## src/hw/uart_pkg.sv

```systemverilog
package uart_pkg;

    // Payload bits per frame.
    parameter int DATA_BITS = 8;

    // Rate select encodings.
    typedef enum logic [2:0] {
        BAUD_4800   = 3'd0,
        BAUD_9600   = 3'd1,
        BAUD_14400  = 3'd2,
        BAUD_19200  = 3'd3,
        BAUD_38400  = 3'd4,
        BAUD_57600  = 3'd5,
        BAUD_115200 = 3'd6,
        BAUD_230400 = 3'd7
    } baud_sel_t;

    typedef enum logic [1:0] {
        TX_IDLE,
        TX_START,
        TX_DATA,
        TX_STOP
    } tx_state_t;

    typedef enum logic [1:0] {
        RX_IDLE,
        RX_START,
        RX_DATA,
        RX_STOP
    } rx_state_t;

endpackage

```

## src/hw/baud_generator.sv

```systemverilog
module baud_generator #(
    parameter int SYSTEM_FREQUENCY = 100_000_000,
    parameter int SAMPLING_RATE    = 16
) (
    input  logic                clk,
    input  logic                reset_n,
    input  uart_pkg::baud_sel_t baud_sel,
    output logic                tick_tx,
    output logic                tick_rx
);

    localparam int unsigned DIV_4800   = SYSTEM_FREQUENCY / 4800;
    localparam int unsigned DIV_9600   = SYSTEM_FREQUENCY / 9600;
    localparam int unsigned DIV_14400  = SYSTEM_FREQUENCY / 14400;
    localparam int unsigned DIV_19200  = SYSTEM_FREQUENCY / 19200;
    localparam int unsigned DIV_38400  = SYSTEM_FREQUENCY / 38400;
    localparam int unsigned DIV_57600  = SYSTEM_FREQUENCY / 57600;
    localparam int unsigned DIV_115200 = SYSTEM_FREQUENCY / 115200;
    localparam int unsigned DIV_230400 = SYSTEM_FREQUENCY / 230400;

    logic [31:0] div_tx;
    logic [31:0] div_rx;
    logic [31:0] counter_tx;
    logic [31:0] counter_rx;

    // **************************************************
    // Rate decode.
    // **************************************************
    always_comb begin
        case (baud_sel)
            uart_pkg::BAUD_4800:   div_tx = DIV_4800;
            uart_pkg::BAUD_9600:   div_tx = DIV_9600;
            uart_pkg::BAUD_14400:  div_tx = DIV_14400;
            uart_pkg::BAUD_19200:  div_tx = DIV_19200;
            uart_pkg::BAUD_38400:  div_tx = DIV_38400;
            uart_pkg::BAUD_57600:  div_tx = DIV_57600;
            uart_pkg::BAUD_115200: div_tx = DIV_115200;
            uart_pkg::BAUD_230400: div_tx = DIV_230400;
            default:               div_tx = DIV_115200;
        endcase
        div_rx = div_tx / SAMPLING_RATE; // Constant per select value.
    end

    // **************************************************
    // Strobe counters.
    // **************************************************
    // A counter past the new divisor after a rate change wraps at once.
    always_ff @(posedge clk or negedge reset_n) begin
        if (!reset_n) begin
            counter_tx <= '0;
            tick_tx    <= 1'b0;
        end else if (counter_tx >= div_tx - 1) begin
            counter_tx <= '0;
            tick_tx    <= 1'b1;
        end else begin
            counter_tx <= counter_tx + 1;
            tick_tx    <= 1'b0;
        end
    end

    always_ff @(posedge clk or negedge reset_n) begin
        if (!reset_n) begin
            counter_rx <= '0;
            tick_rx    <= 1'b0;
        end else if (counter_rx >= div_rx - 1) begin
            counter_rx <= '0;
            tick_rx    <= 1'b1; // Stays high when the divisor is 1.
        end else begin
            counter_rx <= counter_rx + 1;
            tick_rx    <= 1'b0;
        end
    end

endmodule

```

## src/hw/uart_rx.sv

```systemverilog
module uart_rx #(
    parameter int SAMPLING_RATE = 16
) (
    input  logic                           clk,
    input  logic                           reset_n,
    input  logic                           tick,
    input  logic                           rxd,
    output logic [uart_pkg::DATA_BITS-1:0] data,
    output logic                           valid,
    output logic                           frame_error
);

    localparam int CNT_W = (SAMPLING_RATE > 2) ? $clog2(SAMPLING_RATE) : 1;
    localparam int BIT_W = $clog2(uart_pkg::DATA_BITS);
    localparam logic [CNT_W-1:0] HALF_LAST = CNT_W'(SAMPLING_RATE / 2 - 1);
    localparam logic [CNT_W-1:0] FULL_LAST = CNT_W'(SAMPLING_RATE - 1);
    localparam logic [BIT_W-1:0] LAST_BIT  = BIT_W'(uart_pkg::DATA_BITS - 1);

    uart_pkg::rx_state_t state;
    logic rxd_meta;
    logic rxd_sync;
    logic rxd_prev;
    logic start_edge;
    logic sample;
    logic [CNT_W-1:0] os_cnt;
    logic [BIT_W-1:0] bit_cnt;
    logic [uart_pkg::DATA_BITS-1:0] shift_reg;

    // **************************************************
    // Input synchronizer and edge detect.
    // **************************************************
    always_ff @(posedge clk or negedge reset_n) begin
        if (!reset_n) begin
            rxd_meta <= 1'b1;
            rxd_sync <= 1'b1;
            rxd_prev <= 1'b1;
        end else begin
            rxd_meta <= rxd;
            rxd_sync <= rxd_meta;
            rxd_prev <= rxd_sync;
        end
    end

    // A low line only starts a frame after it has been seen high.
    assign start_edge = rxd_prev && !rxd_sync;

    // Half a bit into the start bit, then one full bit per sample.
    assign sample = tick &&
                    (os_cnt == ((state == uart_pkg::RX_START) ? HALF_LAST : FULL_LAST));

    always_ff @(posedge clk or negedge reset_n) begin
        if (!reset_n) begin
            os_cnt <= '0;
        end else if (state == uart_pkg::RX_IDLE || sample) begin
            os_cnt <= '0;
        end else if (tick) begin
            os_cnt <= os_cnt + 1'b1;
        end
    end

    always_ff @(posedge clk) begin
        if (sample && state == uart_pkg::RX_DATA) begin
            shift_reg <= {rxd_sync, shift_reg[uart_pkg::DATA_BITS-1:1]}; // LSB first.
        end
    end

    // **************************************************
    // Receive FSM.
    // **************************************************
    always_ff @(posedge clk or negedge reset_n) begin
        if (!reset_n) begin
            state       <= uart_pkg::RX_IDLE;
            bit_cnt     <= '0;
            data        <= '0;
            valid       <= 1'b0;
            frame_error <= 1'b0;
        end else begin
            valid <= 1'b0;
            case (state)
                uart_pkg::RX_IDLE: begin
                    if (start_edge) state <= uart_pkg::RX_START;
                end
                uart_pkg::RX_START: begin
                    if (sample) begin
                        // High at mid start bit is a glitch.
                        state   <= rxd_sync ? uart_pkg::RX_IDLE : uart_pkg::RX_DATA;
                        bit_cnt <= '0;
                    end
                end
                uart_pkg::RX_DATA: begin
                    if (sample) begin
                        if (bit_cnt == LAST_BIT) state <= uart_pkg::RX_STOP;
                        else bit_cnt <= bit_cnt + 1'b1;
                    end
                end
                uart_pkg::RX_STOP: begin
                    if (sample) begin
                        state       <= uart_pkg::RX_IDLE;
                        data        <= shift_reg;
                        valid       <= 1'b1;
                        frame_error <= !rxd_sync; // Stop bit read 0.
                    end
                end
                default: state <= uart_pkg::RX_IDLE;
            endcase
        end
    end

endmodule

```

## src/hw/uart_top.sv

```systemverilog
module uart_top #(
    parameter int SYSTEM_FREQUENCY = 100_000_000,
    parameter int SAMPLING_RATE    = 16
) (
    input  logic                           clk,
    input  logic                           reset_n,
    input  uart_pkg::baud_sel_t            baud_sel,
    input  logic [uart_pkg::DATA_BITS-1:0] tx_data,
    input  logic                           tx_start,
    input  logic                           rxd,
    output logic                           tx_busy,
    output logic                           txd,
    output logic [uart_pkg::DATA_BITS-1:0] rx_data,
    output logic                           rx_valid,
    output logic                           rx_frame_error
);

    logic tick_tx;
    logic tick_rx;

    baud_generator #(
        .SYSTEM_FREQUENCY (SYSTEM_FREQUENCY),
        .SAMPLING_RATE    (SAMPLING_RATE)
    ) u_baud (
        .clk      (clk),
        .reset_n  (reset_n),
        .baud_sel (baud_sel),
        .tick_tx  (tick_tx),
        .tick_rx  (tick_rx)
    );

    uart_tx u_tx (
        .clk     (clk),
        .reset_n (reset_n),
        .tick    (tick_tx),
        .data    (tx_data),
        .start   (tx_start),
        .busy    (tx_busy),
        .txd     (txd)
    );

    // Receiver runs on the oversampling strobe.
    uart_rx #(
        .SAMPLING_RATE (SAMPLING_RATE)
    ) u_rx (
        .clk         (clk),
        .reset_n     (reset_n),
        .tick        (tick_rx),
        .rxd         (rxd),
        .data        (rx_data),
        .valid       (rx_valid),
        .frame_error (rx_frame_error)
    );

endmodule

```

## src/hw/uart_tx.sv

```systemverilog
module uart_tx (
    input  logic                           clk,
    input  logic                           reset_n,
    input  logic                           tick,
    input  logic [uart_pkg::DATA_BITS-1:0] data,
    input  logic                           start,
    output logic                           busy,
    output logic                           txd
);

    localparam int BIT_W = $clog2(uart_pkg::DATA_BITS);
    localparam logic [BIT_W-1:0] LAST_BIT = BIT_W'(uart_pkg::DATA_BITS - 1);

    uart_pkg::tx_state_t state;
    logic [uart_pkg::DATA_BITS-1:0] shift_reg;
    logic [BIT_W-1:0] bit_cnt;
    logic accept;

    assign accept = start && !busy;

    // Loaded on accept, one bit out per tick while sending.
    always_ff @(posedge clk) begin
        if (accept) begin
            shift_reg <= data;
        end else if (tick && (state == uart_pkg::TX_START || state == uart_pkg::TX_DATA)) begin
            shift_reg <= shift_reg >> 1;
        end
    end

    // **************************************************
    // Frame FSM.
    // **************************************************
    // Idle with busy high means a byte waits for the next tick.
    always_ff @(posedge clk or negedge reset_n) begin
        if (!reset_n) begin
            state   <= uart_pkg::TX_IDLE;
            busy    <= 1'b0;
            txd     <= 1'b1;
            bit_cnt <= '0;
        end else begin
            case (state)
                uart_pkg::TX_IDLE: begin
                    if (accept) begin
                        busy <= 1'b1;
                    end else if (busy && tick) begin
                        state <= uart_pkg::TX_START;
                        txd   <= 1'b0; // Start bit.
                    end
                end
                uart_pkg::TX_START: begin
                    if (tick) begin
                        state   <= uart_pkg::TX_DATA;
                        txd     <= shift_reg[0];
                        bit_cnt <= '0;
                    end
                end
                uart_pkg::TX_DATA: begin
                    if (tick) begin
                        if (bit_cnt == LAST_BIT) begin
                            state <= uart_pkg::TX_STOP;
                            txd   <= 1'b1; // Stop bit.
                        end else begin
                            txd     <= shift_reg[0];
                            bit_cnt <= bit_cnt + 1'b1;
                        end
                    end
                end
                uart_pkg::TX_STOP: begin
                    if (tick) begin
                        state <= uart_pkg::TX_IDLE;
                        busy  <= 1'b0;
                    end
                end
                default: state <= uart_pkg::TX_IDLE;
            endcase
        end
    end

endmodule

```

## config.mk

```make
export PLATFORM = sky130hd
export DESIGN_NAME = uart_top
export DESIGN_NICKNAME = d
export VERILOG_FILES = /design/src/hw/uart_pkg.sv /design/src/hw/baud_generator.sv /design/src/hw/uart_rx.sv /design/src/hw/uart_top.sv /design/src/hw/uart_tx.sv
export SDC_FILE = /design/constraint.sdc
export NUM_CORES = 1
export LEC_CHECK = 0
export BUFFER_PORTS_ARGS = -buffer_cell sky130_fd_sc_hd__buf_4
export CAP_MARGIN = 5
export CORE_ASPECT_RATIO = 1.2
export CORE_MARGIN = 2
export CORE_UTILIZATION = 30
export CTS_BUF_LIST = sky130_fd_sc_hd__clkbuf_8
export DETAILED_ROUTE_END_ITERATION = 10
export PLACE_DENSITY = 0.51
export SLEW_MARGIN = 20
export SYNTH_ARGS = -nofsm -noshare
export SYNTH_HDL_FRONTEND = slang
export SYNTH_HIERARCHICAL = 1
export SYNTH_SLANG_ARGS = --single-unit
```

## constraint.sdc

```tcl
create_clock -name clk -period 3.1 [get_ports clk]
set_input_delay 0.155 -clock clk [delete_from_list [all_inputs] [get_ports clk]]
set_output_delay 0.155 -clock clk [all_outputs]
set_load 0.03 [all_outputs]
```

# Word level (Yosys, flattened, before mapping)
# Memories as Yosys holds them, arrays and structs flattened.
# Cells that the tools add are included.
# classes
n_addsub	7
order_cmp	2
eq_ne	23
mux	42
reduce_logical	25
# op_table
cell	count
adder 32 x 1 -> 32 bit, second input constant	2
greater-or-equal comparator 32 bit	2
2-to-1 mux 32 bit	2
subtractor 32 x 1 -> 32 bit, second input constant	1
subtractor 28 x 1 -> 29 bit, second input constant	1
2-to-1 mux 2 bit	12
2-to-1 mux 3 bit	6
2-to-1 mux 8 bit	2
!= test 2 bit, second input constant	8
one-hot mux 2 bit (4 select lines)	2
2-to-1 mux 4 bit	3
!= test 2 x 1 -> 1 bit, second input constant	6
one-hot mux 3 bit (2 select lines)	2
2-to-1 mux 1 bit	11
AND reduction 5 bit	2
nonzero test 2 bit	5
equality test 2 bit, second input constant	4
AND reduction 4 bit	2
adder 3 x 1 -> 3 bit, second input constant	2
equality test 3 bit, second input constant	2
logical AND 1 bit	6
AND reduction 6 bit	1
adder 4 x 1 -> 4 bit, second input constant	1
equality test 2 x 1 -> 1 bit, second input constant	2
other kinds (9)	12
# totals
ff_bits	111
romBits	120
in_bits	15
output_inout_bits	12
word_cells	119
mem_count	1
# mem_list
memory	depth	word_bits	rd	rd_clocked_by_memory_dff	wr	line	text
(no name shown)	8	15	1	0	0	baud_generator.sv:30	case (baud_sel)

# Longest topological paths before layout
# logic_depth
ltp_word	6
ltp_mapped	14
depth_no_buf	13

# By module
# The synthesis kept the hierarchy.
# modules_own_cells
mod	instances	cells_per_inst	area_each_um2	seq_area_each_um2
baud_generator	1	346	3688.5	1651.6
uart_rx	1	90	1278.7	794.5
uart_tx	1	64	803.3	416.6

# Least setup slack after synthesis
# Ideal clock, no wire load.
# synth_timing
path_kind	input port to flip-flop
from	input baud_sel[1]
to	register u_baud.counter_tx[2]
setup_time_ns	0.147
arrival_time_ns	3.238
required_ns	2.953
setup_slack_ns	-0.285
cell_stages	13
n_path_buf	2
path_cell_list	inv_1 -> ha_1 -> clkbuf_1 -> o21ai_0 -> a31oi_1 -> o21ai_0 -> ha_1 -> nand4_1 -> or2_2 -> a2111oi_2 -> or2_2 -> buf_2 -> nor4_1
# synth_via
elab_chain_len	4
# synth_lines
element	line	text
start, declared	uart_top.sv:7	input uart_pkg::baud_sel_t baud_sel,
memory read (8 x 15 bit)	--	
subtractor 32 x 1 -> 32 bit	baud_generator.sv:52	end else if (counter_tx >= div_tx - 1) begin
greater-or-equal comparator 32 bit	baud_generator.sv:52	
2-to-1 mux 32 bit	baud_generator.sv:52	
end signal, assigned	baud_generator.sv:56	counter_tx <= counter_tx + 1;
end, declared	baud_generator.sv:23	logic [31:0] counter_tx;
# Every way passes these cells.
# A chain may end at the register's enable or synchronous reset.

# Worst setup path after layout
# layout_timing
from	input baud_sel[0]
to	register u_baud.counter_rx[3]
# layout_via
elab_chain_len	4
# layout_lines
element	line	text
memory read (8 x 15 bit)	--	
subtractor 28 x 1 -> 29 bit	baud_generator.sv:65	end else if (counter_rx >= div_rx - 1) begin
greater-or-equal comparator 32 bit	baud_generator.sv:65	
2-to-1 mux 32 bit	baud_generator.sv:65	
end signal, assigned	baud_generator.sv:69	counter_rx <= counter_rx + 1;
end, declared	baud_generator.sv:24	logic [31:0] counter_rx;
# Every way passes these cells.

==> results.py <==
metrics = {
    "die": {
        "die_x_um": 131,
        "die_area_um2": 20400,
        "initial_core_util_pct": 30.6,
        "die_y_um": 156,
        "rows": 55,
        "boundaryPins": 27,
        "core_area_um2": 18900,
    },
    "status": {
        "status": "finished clean",
    },
    "power": {
        "p_total_mw": 3.83,
        "pwr-share-comb_pct": 29.2,
        "sequentialPowerShare_pct": 49.0,
        "switching_share_pct": 33.1,
        "power_switching_mw": 1.27,
        "p_clk_share_pct": 21.7,
        "p_int_mw": 2.56,
        "vdd_drop_max_uv": 236,
        "p_leak_nw": 2.89,
        "powerDensity_nw_per_um2": 565,
    },
    "clock_network": {
        "clockBufferDepth": 2,
        "cts_inserted_buffers": 9,
        "cts_tree": "built",
        "clk_latency_ns": 0.38,
        "clock_sinks": 111,
        "cts_resized": 0,
        "clk_pin_slew_ns": 0.11,
        "cts-root-buf": "clkbuf_8",
        "cts_htree_levels": 3,
    },
    "logic_synthesis": {
        "ys_types": 64,
        "yosysWarnings": 6,
        "synth_most_common_cell": "dfrtp_1",
        "synth_top_area_cell": "dfrtp_1",
        "ys_ff_latch": 111,
        "synth_edf_count": 16,
        "synth.avg_cell_area_um2": 11.5,
        "yosys.area.top_type_share_pct": 39.5,
        "synthTopCellsByCount": "dfrtp_1 (91), ha_1 (46), nor2_1 (35)",
        "netlist_area_um2": 5770,
        "ys.flop_type": "dfrtp_1",
        "synth.area.top_cells": "dfrtp_1 (39%), ha_1 (10%), edfxtp_1 (8.3%)",
        "syn_inst": 500,
        "synth_seq_area_share_pct": 49.6,
        "async_flop_share_pct": 85.6,
    },
    "worst_setup_path": {
        "r2r_slack_ns": 0.72,
        "worstRegToRegCells": 8,
        "critPathCaptureType": "flip-flop",
        "startpoint_type": "input port",
        "cp_max_fo": 14,
        "r2r-end": "u_baud/tick_tx$_DFF_PN0_",
        "critPathRequiredTime_ns": 3.37,
        "arrival_ns": 3.05,
        "rr_startpoint": "u_baud/counter_tx[0]$_DFF_PN0_",
        "critPathKind": "in2reg",
    },
    "sta": {
        "post-route-period-util_pct": 89.5,
        "setup_viol": 0,
        "slew_viol_final": 0,
        "finClkSkew_ns": 0.0179,
        "rsz0062_at_grt": "no",
        "fmax_mhz": 361,
        "hold_slack_ns": 0.0718,
        "hold_violations": 0,
        "worst_slew_pin_slew_ns": 0.679,
        "period_needed_ns": 2.77,
        "slew_headroom_pct": 54.7,
    },
    "routing": {
        "viasPerCell": 4.53,
        "drt_iter0_drc": 191,
        "first_pass_iters": 4,
        "vias": 3821,
        "ant_nets": 0,
        "wl_um": 10800,
        "wl_per_cell_um": 12.8,
        "drc": 0,
    },
    "global_routing": {
        "grt_pass1_wl_um": 18400,
        "grt_antenna_before_repair": 0,
        "grt_max_degree": 53,
        "grt_overflow": 0,
        "track_usage_pct": 11.3,
        "grt_pass1_vias": 3865,
    },
    "cells_and_area": {
        "fillers": 1919,
        "stdcell_area_um2": 6790,
        "fin_nets": 643,
        "layout-drive-gt1-share_pct": 21.0,
        "final_cells": 843,
        "reg_top3": "u_baud/counter_rx (32), u_baud/counter_tx (32)",
        "n_antenna_cell": 0,
        "synthToLayoutAreaGrowth_pct": 17.6,
    },
    "job": {
        "max_cap_violations": 0,
    },
    "hold_path": {
        "holdPathStages": 2,
        "min_from": "tx_data[2]",
        "min_to": "u_tx/shift_reg[2]$_DFFE_PP_",
        "hold_path.class": "in2reg",
    },
    "place": {
        "io_buffers": 26,
        "dpl_cell_area_um2": 6580,
        "dpl.cell_count": 825,
        "place_congestion": 0.851,
        "hpwl_um": 8060,
    },
}
-- power groups by stage --
stage	registers, mW	clock network (mW)	logic (mW)
5_1_grt	1.91	0.924	1.25
3_5_place_dp	1.91	0	1.13
6_report	1.88	0.834	1.12
2_1_floorplan	1.97	0	0.743
3_3_place_gp	1.90	0	1.10
4_1_cts	1.88	0.874	1.13
-- final cells by class --
cell class	count	area (µm²)	area share [%]
Multi-Input combinational cell	388	2890	42.5
Sequential cell	111	2860	42.2
Timing Repair Buffer	57	470	6.93
Tap cell	256	320	4.72
Clock buffer	9	124	1.83
Clock inverter	7	65.1	0.959
Inverter	15	56.3	0.830
-- worst max path at each step --
stage	from	to	slack [ns]	depth (start not counted)
after floorplan	baud_sel[1]	u_baud/counter_tx[2]$_DFF_PN0_	0.02	13
after detailed placement	baud_sel[1]	u_baud/counter_tx[13]$_DFF_PN0_	-0.08	15
after global placement	baud_sel[0]	u_baud/counter_rx[4]$_DFF_PN0_	-0.05	13
after CTS	baud_sel[1]	u_baud/counter_tx[13]$_DFF_PN0_	0.32	15
after global routing	baud_sel[1]	u_baud/counter_tx[13]$_DFF_PN0_	0.08	15
final	baud_sel[0]	u_baud/counter_rx[3]$_DFF_PN0_	0.33	13
-- kinds of logic (layout without fill, tap and decap cells) --
family          count (synthesis)  after routing  synth area share [%]
flops                         111            111                  49.6
simple gates                  177            177                  17.7
buf+inv                        34             88                  2.86
mux                            22             22                  4.84
other cells                     1             34                0.0650
xor+xnor                       41             41                  6.22
fa+ha+maj                      46             46                  9.97
compound gates                 68             68                  8.74
-- metal layers --
metal	vias to the layer above	part of all wire, %	GRT usage (%)
met5	-	0	0
li1	1933	-	-
met2	43	50	19.3
met3	15	2.7	2.02
met4	0	2.0	4.56
met1	1830	45	14.1
-- cells in the final DEF, fill, tap and decap left out, drive strengths merged, types with 3 or more instances in the layout --
cell      n
nand2    29
a22o      3
clkbuf    9
or3b      3
mux2     17
edfxtp   16
inv      20
ha       46
and4      3
dfstp     4
a31oi     3
nand4    13
nand2b   10
nor3      8
mux2i     5
and3      6
or3       3
xor2     19
nor4b     3
a2111oi   5
dfrtp    91
conb     34
or4       6
xnor2    22
o22ai     4
nor2     44
o21ai    13
or2       6
nor4     22
a21oi    19
a21o      4
buf      55
a22oi     3
nand3    14
nor2b     4
-- timing repair --
action / in CTS / in global routing
endpoints found under the hold margin: 48 / 0
buffers inserted: 0 / 0
hold buffers: 2 / 0
-- stage by stage --
step / worst slack (ns) / setup TNS, ns / util, %
floorplan: 0.0177 / 0 / -
global placement: -0.0530 / -0.600 / 34.9
detailed placement: -0.0794 / -1.05 / 34.9
CTS: 0.323 / 0 / 36.0
global route: 0.0786 / 0 / 36.0
finish: 0.326 / 0 / 36.0
-- critical path, cell delays in order --
cell	delay [ns]
buf_4	0.15
inv_1	0.07
ha_1	0.35
nor4bb_1	0.41
a31oi_1	0.16
xnor2_1	0.17
ha_1	0.31
nand3_1	0.07
or3_1	0.34
a2111oi_0	0.39
or4_1	0.23
buf_12	0.18
nor2_1	0.06
No activity file was read; power rests on OpenSTA's default activity.
